$ cat src/verilog/sys_glue_pkg.sv
/*
 * Shared types and constants for the TI-99/4A glue logic:
 * bus widths, memory map pages, chip selects, loader bus and 9901 pins
 */
`default_nettype none

package sys_glue_pkg;

  //--------------------------------------------------------------------
  // Bus and register widths
  //--------------------------------------------------------------------
  typedef logic [15:0] cpu_addr_t;   // CPU word-byte address
  typedef logic [15:0] cpu_data_t;
  typedef logic [22:0] xaddr_t;      // External memory word address
  typedef logic [7:0]  cart_page_t;  // 256 banks of 8K
  typedef logic [7:0]  key_row_t;    // Active low, one bit per key

  //--------------------------------------------------------------------
  // Memory map constants
  //--------------------------------------------------------------------
  localparam logic [7:0] PAGE_PSI    = 8'h00;  // 9901 CRU page
  localparam logic [7:0] PAGE_ACA    = 8'h01;  // 9902 CRU page
  localparam logic [7:0] PAGE_VDP_RD = 8'h88;
  localparam logic [7:0] PAGE_VDP_WR = 8'h8c;

  localparam int         LOADER_REG_BIT    = 24;    // Loader register space
  localparam logic [2:0] CART_BASE_DEFAULT = 3'd1;  // Cartridge banks at 2M

  // Active-high chip selects for one CPU cycle
  typedef struct packed {
    logic xram;    // External memory
    logic vdp_rd;
    logic vdp_wr;
    logic psi;
    logic aca;
    logic cart;    // 6000..7FFF window
  } chip_sel_t;

  typedef struct packed {
    logic [31:0] addr;
    logic [7:0]  wdata;
    logic        read_rq;
    logic        write_rq;
  } loader_bus_t;

  // 9901 interrupt and port inputs, all active low, n_int1 in bit 0
  typedef struct packed {
    logic n_int10;
    logic n_int9;
    logic n_int8;
    logic n_int7;
    logic n_int6;
    logic n_int5;
    logic n_int4;
    logic n_int3;
    logic n_int2;
    logic n_int1;
  } int_pins_t;

endpackage

`default_nettype wire
$ cat src/verilog/sys_glue.sv
/*
 * TI-99/4A glue logic top level: address decode, external memory
 * mapping, CPU ready and loader register space, with loader ack
 * merging and the core reset
 */
`default_nettype none

module sys_glue #(
  parameter logic [2:0] cart_base_p = sys_glue_pkg::CART_BASE_DEFAULT
) (
  input  logic                      clk,
  input  logic                      cpu_reset,
  // CPU bus
  input  sys_glue_pkg::cpu_addr_t   ab_i,
  input  sys_glue_pkg::cpu_data_t   db_out_i,
  input  logic                      rd_i,
  input  logic                      wr_i,
  output sys_glue_pkg::cpu_data_t   db_in_o,
  output logic                      ready_o,
  output sys_glue_pkg::chip_sel_t   sel_o,
  // External memory
  input  logic                      mem_rd_ack_i,
  input  logic                      mem_wr_ack_i,
  input  sys_glue_pkg::cpu_data_t   xram_data_i,
  output sys_glue_pkg::xaddr_t      xaddr_o,
  output sys_glue_pkg::cpu_data_t   xram_wdata_o,
  output logic                      mem_rd_rq_o,
  output logic                      mem_wr_rq_o,
  // VDP
  input  logic                      vdp_rd_ack_i,
  input  logic                      vdp_wr_ack_i,
  input  sys_glue_pkg::cpu_data_t   vdp_data_i,
  input  logic                      vdp_int_i,
  output logic                      vdp_wr_o,
  // Loader
  input  sys_glue_pkg::loader_bus_t loader_i,
  input  logic                      mem_loader_rd_ack_i,
  input  logic                      mem_loader_wr_ack_i,
  input  logic [7:0]                mem_loader_data_i,
  output logic [7:0]                loader_rdata_o,
  output logic                      loader_rd_ack_o,
  output logic                      loader_wr_ack_o,
  // Keyboard and 9901
  input  sys_glue_pkg::key_row_t    ps2_row_i,
  input  logic [2:0]                key_sel_i,
  output sys_glue_pkg::int_pins_t   int_pins_o,
  output logic                      core_reset_o
);

  import sys_glue_pkg::*;

  chip_sel_t  sel;
  logic       reg_rd_ack, reg_wr_ack;
  logic [7:0] reg_rdata;
  logic [7:0] reset_ctrl;

  cpu_bus_decode u_decode (
    .clk         (clk),
    .cpu_reset   (cpu_reset),
    .ab_i        (ab_i),
    .rd_i        (rd_i),
    .wr_i        (wr_i),
    .vdp_data_i  (vdp_data_i),
    .xram_data_i (xram_data_i),
    .sel_o       (sel),
    .vdp_wr_o    (vdp_wr_o),
    .db_in_o     (db_in_o)
  );

  xmem_map #(
    .cart_base_p (cart_base_p)
  ) u_xmem (
    .clk         (clk),
    .cpu_reset   (cpu_reset),
    .ab_i        (ab_i),
    .rd_i        (rd_i),
    .wr_i        (wr_i),
    .sel_i       (sel),
    .xaddr_o     (xaddr_o),
    .mem_rd_rq_o (mem_rd_rq_o),
    .mem_wr_rq_o (mem_wr_rq_o)
  );

  cpu_ready u_ready (
    .clk          (clk),
    .cpu_reset    (cpu_reset),
    .rd_i         (rd_i),
    .wr_i         (wr_i),
    .sel_i        (sel),
    .mem_rd_ack_i (mem_rd_ack_i),
    .mem_wr_ack_i (mem_wr_ack_i),
    .vdp_rd_ack_i (vdp_rd_ack_i),
    .vdp_wr_ack_i (vdp_wr_ack_i),
    .ready_o      (ready_o)
  );

  key_matrix u_keys (
    .clk          (clk),
    .cpu_reset    (cpu_reset),
    .loader_i     (loader_i),
    .key_sel_i    (key_sel_i),
    .ps2_row_i    (ps2_row_i),
    .vdp_int_i    (vdp_int_i),
    .reg_rd_ack_o (reg_rd_ack),
    .reg_wr_ack_o (reg_wr_ack),
    .reg_rdata_o  (reg_rdata),
    .reset_ctrl_o (reset_ctrl),
    .int_pins_o   (int_pins_o)
  );

  assign sel_o        = sel;
  assign xram_wdata_o = db_out_i;  // CPU write data to the memory controller

  //--------------------------------------------------------------------
  // Loader ack merge and read data select
  //--------------------------------------------------------------------
  assign loader_rd_ack_o = reg_rd_ack || mem_loader_rd_ack_i;
  assign loader_wr_ack_o = reg_wr_ack || mem_loader_wr_ack_i;
  assign loader_rdata_o  = loader_i.addr[LOADER_REG_BIT] ? reg_rdata : mem_loader_data_i;

  // External reset or loader-held reset
  assign core_reset_o = cpu_reset || !reset_ctrl[0];

endmodule

`default_nettype wire

$ cat src/verilog/key_matrix.sv
/*
 * Loader register space: keyboard rows and CPU reset control byte
 * with read-back, and the 9901 input pin assembly
 */
`default_nettype none

module key_matrix (
  input  logic                      clk,
  input  logic                      cpu_reset,
  input  sys_glue_pkg::loader_bus_t loader_i,
  input  logic [2:0]                key_sel_i,
  input  sys_glue_pkg::key_row_t    ps2_row_i,
  input  logic                      vdp_int_i,
  output logic                      reg_rd_ack_o,
  output logic                      reg_wr_ack_o,
  output logic [7:0]                reg_rdata_o,
  output logic [7:0]                reset_ctrl_o,
  output sys_glue_pkg::int_pins_t   int_pins_o
);

  import sys_glue_pkg::*;

  key_row_t   rows [8];    // All keys up is FF
  key_row_t   key_line;    // Row picked by the 9901
  key_row_t   key_merged;
  logic [7:0] reset_ctrl;  // Bit 0 low holds the CPU in reset
  logic       reg_space;
  logic [1:0] reg_group;
  logic [2:0] row_idx;

  assign reg_space = loader_i.addr[LOADER_REG_BIT];
  assign reg_group = loader_i.addr[4:3];
  assign row_idx   = loader_i.addr[2:0];

  //--------------------------------------------------------------------
  // Loader writes and acks
  //--------------------------------------------------------------------
  always_ff @(posedge clk) begin
    if (cpu_reset) begin
      for (int i = 0; i < 8; i++) begin
        rows[i] <= '1;
      end
      reset_ctrl   <= 8'hff;
      reg_rd_ack_o <= 1'b0;
      reg_wr_ack_o <= 1'b0;
    end else begin
      reg_rd_ack_o <= 1'b0;
      reg_wr_ack_o <= 1'b0;
      if (loader_i.write_rq && reg_space) begin
        case (reg_group)
          2'd0:    rows[row_idx] <= loader_i.wdata;
          2'd1:    reset_ctrl    <= loader_i.wdata;
          default: ;                        // Acked, no storage
        endcase
        reg_wr_ack_o <= 1'b1;
      end else if (loader_i.read_rq && reg_space) begin
        reg_rd_ack_o <= 1'b1;
      end
    end
  end

  // Read-back data, held until the next read
  always_ff @(posedge clk) begin
    if (!loader_i.write_rq && loader_i.read_rq && reg_space) begin
      case (reg_group)
        2'd0:    reg_rdata_o <= rows[row_idx];
        2'd1:    reg_rdata_o <= reset_ctrl;
        default: reg_rdata_o <= 8'h00;
      endcase
    end
  end

  assign reset_ctrl_o = reset_ctrl;

  //--------------------------------------------------------------------
  // 9901 input pins
  //--------------------------------------------------------------------
  always_ff @(posedge clk) begin
    if (cpu_reset) begin
      key_line <= '1;
    end else begin
      key_line <= rows[key_sel_i];
    end
  end

  assign key_merged = key_line & ps2_row_i;  // Either source pulls a key low

  // n_int3..n_int10 carry row bits 0..7
  assign int_pins_o = {key_merged, ~vdp_int_i, 1'b1};

endmodule

`default_nettype wire

$ cat src/verilog/cpu_ready.sv
/*
 * CPU ready: acks of the selected target, held until rd and wr drop
 */
`default_nettype none

module cpu_ready (
  input  logic                    clk,
  input  logic                    cpu_reset,
  input  logic                    rd_i,
  input  logic                    wr_i,
  input  sys_glue_pkg::chip_sel_t sel_i,
  input  logic                    mem_rd_ack_i,
  input  logic                    mem_wr_ack_i,
  input  logic                    vdp_rd_ack_i,
  input  logic                    vdp_wr_ack_i,
  output logic                    ready_o
);

  logic ready_now;
  logic keep_ready;

  // Only acks from the target of this cycle count
  assign ready_now = (sel_i.xram && (mem_rd_ack_i || mem_wr_ack_i)) ||
                     ((sel_i.vdp_rd || sel_i.vdp_wr) && (vdp_rd_ack_i || vdp_wr_ack_i));

  always_ff @(posedge clk) begin
    if (cpu_reset) begin
      keep_ready <= 1'b0;
    end else if (!rd_i && !wr_i) begin
      keep_ready <= 1'b0;  // CPU cycle over
    end else if (ready_now) begin
      keep_ready <= 1'b1;
    end
  end

  assign ready_o = ready_now || keep_ready;

endmodule

`default_nettype wire

$ cat src/verilog/xmem_map.sv
/*
 * External memory mapping: cartridge bank register,
 * 23-bit external address and memory request pulses
 */
`default_nettype none

module xmem_map #(
  parameter logic [2:0] cart_base_p = sys_glue_pkg::CART_BASE_DEFAULT
) (
  input  logic                    clk,
  input  logic                    cpu_reset,
  input  sys_glue_pkg::cpu_addr_t ab_i,
  input  logic                    rd_i,
  input  logic                    wr_i,
  input  sys_glue_pkg::chip_sel_t sel_i,
  output sys_glue_pkg::xaddr_t    xaddr_o,
  output logic                    mem_rd_rq_o,
  output logic                    mem_wr_rq_o
);

  import sys_glue_pkg::*;

  logic       last_rd, last_wr;
  logic       rd_edge, wr_edge;
  cart_page_t cart_page;

  // Previous strobes for edge detection
  always_ff @(posedge clk) begin
    if (cpu_reset) begin
      last_rd <= 1'b0;
      last_wr <= 1'b0;
    end else begin
      last_rd <= rd_i;
      last_wr <= wr_i;
    end
  end

  assign rd_edge = rd_i && !last_rd;
  assign wr_edge = wr_i && !last_wr;

  assign mem_rd_rq_o = rd_edge && sel_i.xram;
  assign mem_wr_rq_o = wr_edge && sel_i.xram;

  //--------------------------------------------------------------------
  // Extended BASIC banking: the bank number comes from the address bus
  //--------------------------------------------------------------------
  always_ff @(posedge clk) begin
    if (cpu_reset) begin
      cart_page <= '0;
    end else if (wr_edge && sel_i.cart) begin
      cart_page <= ab_i[8:1];
    end
  end

  always_comb begin
    if (sel_i.cart) begin
      xaddr_o = {cart_base_p, cart_page, ab_i[12:1]};  // Banked window
    end else begin
      xaddr_o = {8'd0, ab_i[15:1]};                    // Flat CPU space
    end
  end

endmodule

`default_nettype wire

$ cat src/verilog/cpu_bus_decode.sv
/*
 * CPU bus address decoder: chip selects with ROM and cartridge
 * write protection, one-cycle VDP write strobe, CPU read-data mux
 */
`default_nettype none

module cpu_bus_decode (
  input  logic                    clk,
  input  logic                    cpu_reset,
  input  sys_glue_pkg::cpu_addr_t ab_i,
  input  logic                    rd_i,
  input  logic                    wr_i,
  input  sys_glue_pkg::cpu_data_t vdp_data_i,
  input  sys_glue_pkg::cpu_data_t xram_data_i,
  output sys_glue_pkg::chip_sel_t sel_o,
  output logic                    vdp_wr_o,
  output sys_glue_pkg::cpu_data_t db_in_o
);

  import sys_glue_pkg::*;

  logic [7:0] page;
  logic       last_wr;
  logic       rom_area, ram_lo_area, cart_area, scratch_area, ram_hi_area;
  chip_sel_t  sel;

  assign page = ab_i[15:8];

  // Memory map regions
  assign rom_area     = ab_i[15:13] == 3'b000;            // 0000..1FFF
  assign ram_lo_area  = ab_i[15:13] == 3'b001;            // 2000..3FFF
  assign cart_area    = ab_i[15:13] == 3'b011;            // 6000..7FFF
  assign scratch_area = ab_i[15:10] == 6'b1000_00;        // 8000..83FF
  assign ram_hi_area  = ab_i[15:13] == 3'b101 || ab_i[15:14] == 2'b11;  // A000..FFFF

  always_comb begin
    sel.xram   = (rom_area && !wr_i) ||   // ROM is read only
                 ram_lo_area ||
                 (cart_area && !wr_i) ||  // Cartridge writes only switch banks
                 scratch_area ||
                 ram_hi_area;
    sel.vdp_rd = rd_i && page == PAGE_VDP_RD;
    sel.vdp_wr = wr_i && page == PAGE_VDP_WR;
    sel.psi    = page == PAGE_PSI;
    sel.aca    = page == PAGE_ACA;
    sel.cart   = cart_area;
  end

  assign sel_o = sel;

  always_ff @(posedge clk) begin
    if (cpu_reset) begin
      last_wr <= 1'b0;
    end else begin
      last_wr <= wr_i;
    end
  end

  // Strobe only on the rising edge of wr
  assign vdp_wr_o = sel.vdp_wr && !last_wr;

  assign db_in_o = sel.vdp_rd ? vdp_data_i  :
                   sel.xram   ? xram_data_i :
                                '0;

endmodule

`default_nettype wire

$ cat config.mk
export PLATFORM = sky130hd
export DESIGN_NAME = sys_glue
export DESIGN_NICKNAME = d
export VERILOG_FILES = /design/src/verilog/sys_glue_pkg.sv /design/src/verilog/sys_glue.sv /design/src/verilog/key_matrix.sv /design/src/verilog/cpu_ready.sv /design/src/verilog/xmem_map.sv /design/src/verilog/cpu_bus_decode.sv
export SDC_FILE = /design/constraint.sdc
export NUM_CORES = 1
export LEC_CHECK = 0
export ABC_AREA = 1
export BUFFER_PORTS_ARGS = -buffer_cell sky130_fd_sc_hd__buf_2
export CAP_MARGIN = 20
export CELL_PAD_IN_SITES_DETAIL_PLACEMENT = 1
export CELL_PAD_IN_SITES_GLOBAL_PLACEMENT = 1
export CORE_ASPECT_RATIO = 0.6
export CORE_MARGIN = 8
export CORE_UTILIZATION = 35
export CTS_CLUSTER_DIAMETER = 120
export CTS_CLUSTER_SIZE = 25
export DETAILED_ROUTE_END_ITERATION = 7
export PLACE_DENSITY = 0.94
export SLEW_MARGIN = 10
export SYNTH_ARGS = -nofsm -noshare
export SYNTH_HDL_FRONTEND = slang
export SYNTH_SLANG_ARGS = --single-unit
$ cat constraint.sdc
create_clock -name clk -period 3.4 [get_ports clk]
set_clock_uncertainty 0.2 [all_clocks]
set_input_delay 0.17 -clock clk [delete_from_list [all_inputs] [get_ports clk]]
set_output_delay 0.17 -clock clk [all_outputs]
set_load 0.005 [all_outputs]
# == Word level (Yosys, flattened, before mapping) ==
# Memories as Yosys holds them, arrays and structs flattened. A register that Yosys moved wholly into a read port is not among the register bits.
# Cells that the tools add are included.
# word_totals
register_bits,29
mem_bits_rw,64
in_bits,136
n_memories,1
# mem_list
memory,words,width,rd,rd_clocked_by_memory_dff,wr,line,text
u_keys.rows,8,8,2,1,8,key_matrix.sv:23,key_row_t rows [8];
# classes
n_eq_ne,9
n_mux,16
bitwise,2
reduce_logical,43
# op_table
cell,count
$mux W16,2
$mux W21,1
$logic_and A1 B1 Y1,17
$eq A8 B8 Y1 const B,2
$mux W8,2
$pmux W8 S2,1
$logic_or A1 B1 Y1,13
$mux W1,9
$and A8 B8 Y8,1
$eq A8 B1 Y1 const B,1
$logic_not A8 Y1,1
$reduce_or A8 Y1,1
$eq A6 B6 Y1 const B,1
$logic_not A1 Y1,6
$reduce_or A2 Y1,2
$eq A3 B1 Y1 const B,1
$eq A3 B2 Y1 const B,1
$eq A3 B3 Y1 const B,1
$logic_not A3 Y1,1
$mux W3,1
$eq A2 B1 Y1 const B,1
$eq A2 B2 Y1 const B,1
$logic_not A2 Y1,1
$reduce_and A2 Y1,1
$not A1 Y1,1

# == Logic depth before layout (Yosys ltp) ==
# depth
depth_word,9
ltp_mapped,11
mapped_depth_nobuf,9

# == Cells and area by module ==
# A second synthesis with hierarchy kept.
# hier_totals
cells_unflattened,791
hier_area_um2,6002.0
# by_module_without_submodules
module,n_inst,cells_each,area_per_inst_um2
key_matrix,1,552,4652.0
xmem_map,1,94,593.1
cpu_bus_decode,1,84,427.9
sys_glue,1,46,245.2
cpu_ready,1,15,83.8

# == Worst setup path before layout ==
# OpenSTA, ideal clock, no wires.
# synth_path
path_kind,input to register
startpoint,in loader_i[34] (netlist name)
endpoint,"reg u_keys.reg_rdata_o[0], enable pin"
setup_time_ns,0.383
arrival_ns,1.168
setup_slack_ns,1.648
path_stages,3
n_path_buf,1
cell_sequence,buf_4 -> clkinv_1 -> nor3_1
# synth_via
elab_chain_len,1
# synth_rtl
item,line,text
from (decl),sys_glue.sv:36,"input sys_glue_pkg::loader_bus_t loader_i,"
$logic_and A1 B1 Y1,key_matrix.sv:64,if (!loader_i.write_rq && loader_i.read_rq && reg_space) begin
to (signal assigned),key_matrix.sv:66,2'd0: reg_rdata_o <= rows[row_idx];
to (signal assigned),key_matrix.sv:67,2'd1: reg_rdata_o <= reset_ctrl;
to (decl),key_matrix.sv:16,"output logic [7:0] reg_rdata_o,"
# No other way between the ends.
# A chain may end at the register's enable or synchronous reset.

# == Worst setup path in the final report ==
# layout_path
startpoint,in vdp_rd_ack_i
endpoint,out ready_o
# layout_via
elab_chain_len,4
# layout_rtl
item,line,text
from (decl),sys_glue.sv:30,"input logic vdp_rd_ack_i,"
$logic_or A1 B1 Y1,cpu_ready.sv:24,((sel_i.vdp_rd || sel_i.vdp_wr) && (vdp_rd_ack_i || vdp_wr_ack_i));
$logic_and A1 B1 Y1,cpu_ready.sv:24,
$logic_or A1 B1 Y1,cpu_ready.sv:23,assign ready_now = (sel_i.xram && (mem_rd_ack_i || mem_wr_ack_i)) ||
$logic_or A1 B1 Y1,cpu_ready.sv:36,assign ready_o = ready_now || keep_ready;
to (decl),sys_glue.sv:19,"output logic ready_o,"
# No other way between the ends.

==> results.json <==
{
  "final_util": 0.426,
  "synth_area_per_cell_sq_um": 7.41,
  "mostFrequentLayoutCells": "sky130_fd_sc_hd__nand2_1, sky130_fd_sc_hd__buf_2, sky130_fd_sc_hd__edfxtp_1",
  "syn-cell-area_sq_um": 5730,
  "tritoncts_clock_tree": "done",
  "relSlewSlack": 0.347,
  "hold_path_depth": 3,
  "clock_sinks": 101,
  "drt_iter0_drc": 627,
  "clock_tree.htree_level_count": 3,
  "initial_utilization": 0.356,
  "cts_inserted_buffers": 9,
  "cts_max_path_buffers": 2,
  "synthesis.instances": 774,
  "period_share": 0.645,
  "r2r_start": "u_keys.rows[1][1]",
  "cts_root_buffer": "sky130_fd_sc_hd__clkbuf_16",
  "post_synth_num_cell_types": 30,
  "via_count_of_the_first_global_routing_pass": 5855,
  "row_count": 36,
  "cp_data_required_time_ns": 3.03,
  "vdd.ir_drop.worst_uv": 239,
  "antenna_found_initial": 0,
  "nNetsFinal": 1036,
  "n_antenna_cell": 0,
  "routability_congestion_estimate": 0.889,
  "dr_total_vias": 5709,
  "die-width_um": 181,
  "power.static_leakage_nw": 3.32,
  "fp.dieH_um": 115,
  "post-dp-hpwl_mm": 15.8,
  "final_max_slew_viol_count": 0,
  "core_sq_um": 16100,
  "kind_of_end_point_of_the_critical_path": "output pin",
  "detail_route.drc_violations": 0,
  "port_buffers": 159,
  "timing.final.hold_violations": 0,
  "power-per-cell-area_nw_per_um2": 433,
  "tightest_slew_ns": 0.973,
  "ant_nets": 0,
  "route.detailed.wl_per_inst_um": 19.5,
  "cp-start-kind": "primary input",
  "rsz0062_at_grt": "false",
  "grt_start_max_net_pins": 37,
  "layout_commonest_cell": "sky130_fd_sc_hd__nand2_1",
  "ys_seq_elements": 101,
  "timing_worst_setup_path_type": "in2out",
  "synth_sequential_area_ratio": 0.478,
  "area_growth_syn_to_layout_pct": 19.8,
  "status": "completed",
  "totalNegativeSetupSlack_ns": 0,
  "fp.dieArea_sq_um": 20900,
  "grt_remaining_overflow": 0,
  "rrSetupSlack_ns": 1.81,
  "drtPass1Iterations": 5,
  "worst_hold_end": "u_keys.key_line[6]",
  "critical_path.reg2reg.endpoint": "u_keys.reg_rdata_o[1]",
  "yosysWarningCount": 0,
  "cts.reportedPaths.clkPinSlew_ns": 0.07,
  "cp_data_arrival_time_ns": 1.82,
  "fin_crit_ns": 2.19,
  "min_path_type": "in2reg",
  "timing.max_cap.violations": 0,
  "track_usage": 0.205,
  "achievable-frequency_ghz": 0.456,
  "worstHoldStart": "key_sel_i[2]",
  "worstRegToRegCells": 6,
  "top_level_ports": 222,
  "drt-vias-per-instance": 5.12,
  "final_setup_fails": 0,
  "path_max_fanout": 2,
  "wirelength_mm": 21.7,
  "post_route_cells_drive_above_1_share": 0.244,
  "clkLatencyLatePin_ns": 0.35,
  "wire_length_of_the_first_global_routing_pass_mm": 33.1
}
per-layer routing:
metal | vias up | global-route usage | share of wire
li1 | 2677 | - | -
met3 | 30 | 0.0581 | 0.097
met4 | 0 | 0.0527 | 0.017
met1 | 2728 | 0.287 | 0.45
met2 | 274 | 0.307 | 0.44
met5 | - | 0 | 0
where the power goes:
part | leakage, nW | internal [mW] | switching [mW]
logic | 2.20 | 0.167 | 0.311
registers | 0.958 | 1.38 | 0.0350
clock network | 0.155 | 0.617 | 0.465
worst max-delay path, cell delays in order:
cell and delay (ns):
sky130_fd_sc_hd__dlygate4sd3_1 0.54, sky130_fd_sc_hd__buf_2 0.12, sky130_fd_sc_hd__nor2_1 0.08, sky130_fd_sc_hd__dlygate4sd3_1 0.56
sky130_fd_sc_hd__nor2_1 0.05, sky130_fd_sc_hd__nor2_1 0.14, sky130_fd_sc_hd__inv_1 0.05, sky130_fd_sc_hd__buf_2 0.12
synthesized netlist by cell type, drive strengths merged:
cell / n / area, sq um
clkinv: 9 / 33.8
or2: 3 / 18.8
clkbuf: 12 / 45.0
edfxtp: 72 / 2160
a21oi: 22 / 110
nor4: 2 / 12.5
nand2: 390 / 1500
buf: 53 / 398
nor2: 34 / 148
o211ai: 8 / 60.1
nor3: 12 / 65.1
conb: 2 / 7.51
nand3: 59 / 308
dfxtp: 29 / 581
inv: 47 / 181
o21ai: 19 / 98.9
nor4b: 1 / 8.76
how the worst max path moves through the flow:
| stage | start | endpoint | cells past startpoint |
|---|---|---|---|
| global placement | loader_i[34] | u_keys.reg_rdata_o[0] | 3 |
| CTS | cpu_reset | core_reset_o | 6 |
| detailed placement | loader_i[34] | u_keys.reg_rdata_o[6] | 3 |
| finish | vdp_rd_ack_i | ready_o | 8 |
| global route | vdp_rd_ack_i | ready_o | 8 |
| floorplan | loader_i[34] | u_keys.reg_rdata_o[0] | 3 |
layout make-up:
cell class | count | area (sq um)
Multi-Input combinational cell | 553 | 2340
Timing Repair Buffer | 179 | 1000
Clock buffer | 11 | 254
Tap cell | 209 | 262
Sequential cell | 101 | 2740
Inverter | 56 | 215
Clock inverter | 5 | 55.1
Fill cell | 2068 | 9260
registers in the layout, indices dropped and copies added (netlist names):
| name | cells |
|---|---|
| u_keys.rows | 64 |
| u_keys.key_line | 8 |
| u_keys.reg_rdata_o | 8 |
| u_keys.reset_ctrl_o | 8 |
| u_xmem.cart_page | 8 |
| u_keys.reg_rd_ack_o | 1 |
| u_keys.reg_wr_ack_o | 1 |
| u_ready.keep_ready | 1 |
| u_xmem.last_rd | 1 |
| u_xmem.last_wr | 1 |
repair_timing:
action | in CTS | in global routing
hold buffers | 15 | 0
setup buffers | 0 | 0
gates resized for setup | 0 | 0
endpoints found under the hold margin | 13 | 0
per-stage QoR:
| step | hold slack, ns | worst slack [ns] | area, sq um | total power [mW] | instances |
|---|---|---|---|---|---|
| after detailed placement | 0.140 | 1.26 | 6380 | 1.89 | 1082 |
| after global placement | 0.140 | 1.38 | 6380 | 1.87 | 1082 |
| after CTS | 0.00541 | 1.21 | 6840 | 2.98 | 1113 |
| after floorplan | 0.0433 | 1.65 | 5740 | 1.70 | 775 |
| final | 0.0215 | 1.21 | 6870 | 2.97 | 1114 |
| after global routing | 0.00323 | 1.12 | 6870 | 3.09 | 1114 |
logic make-up (layout without fill, tap and decap cells):
group,Yosys count,after routing,synth area share
simple gates,501,501,0.359
compound gates,49,49,0.0469
other cells,2,3,0.00131
flops,101,101,0.478
buf+inv,121,251,0.115
No activity file was read; power rests on OpenSTA's default activity.
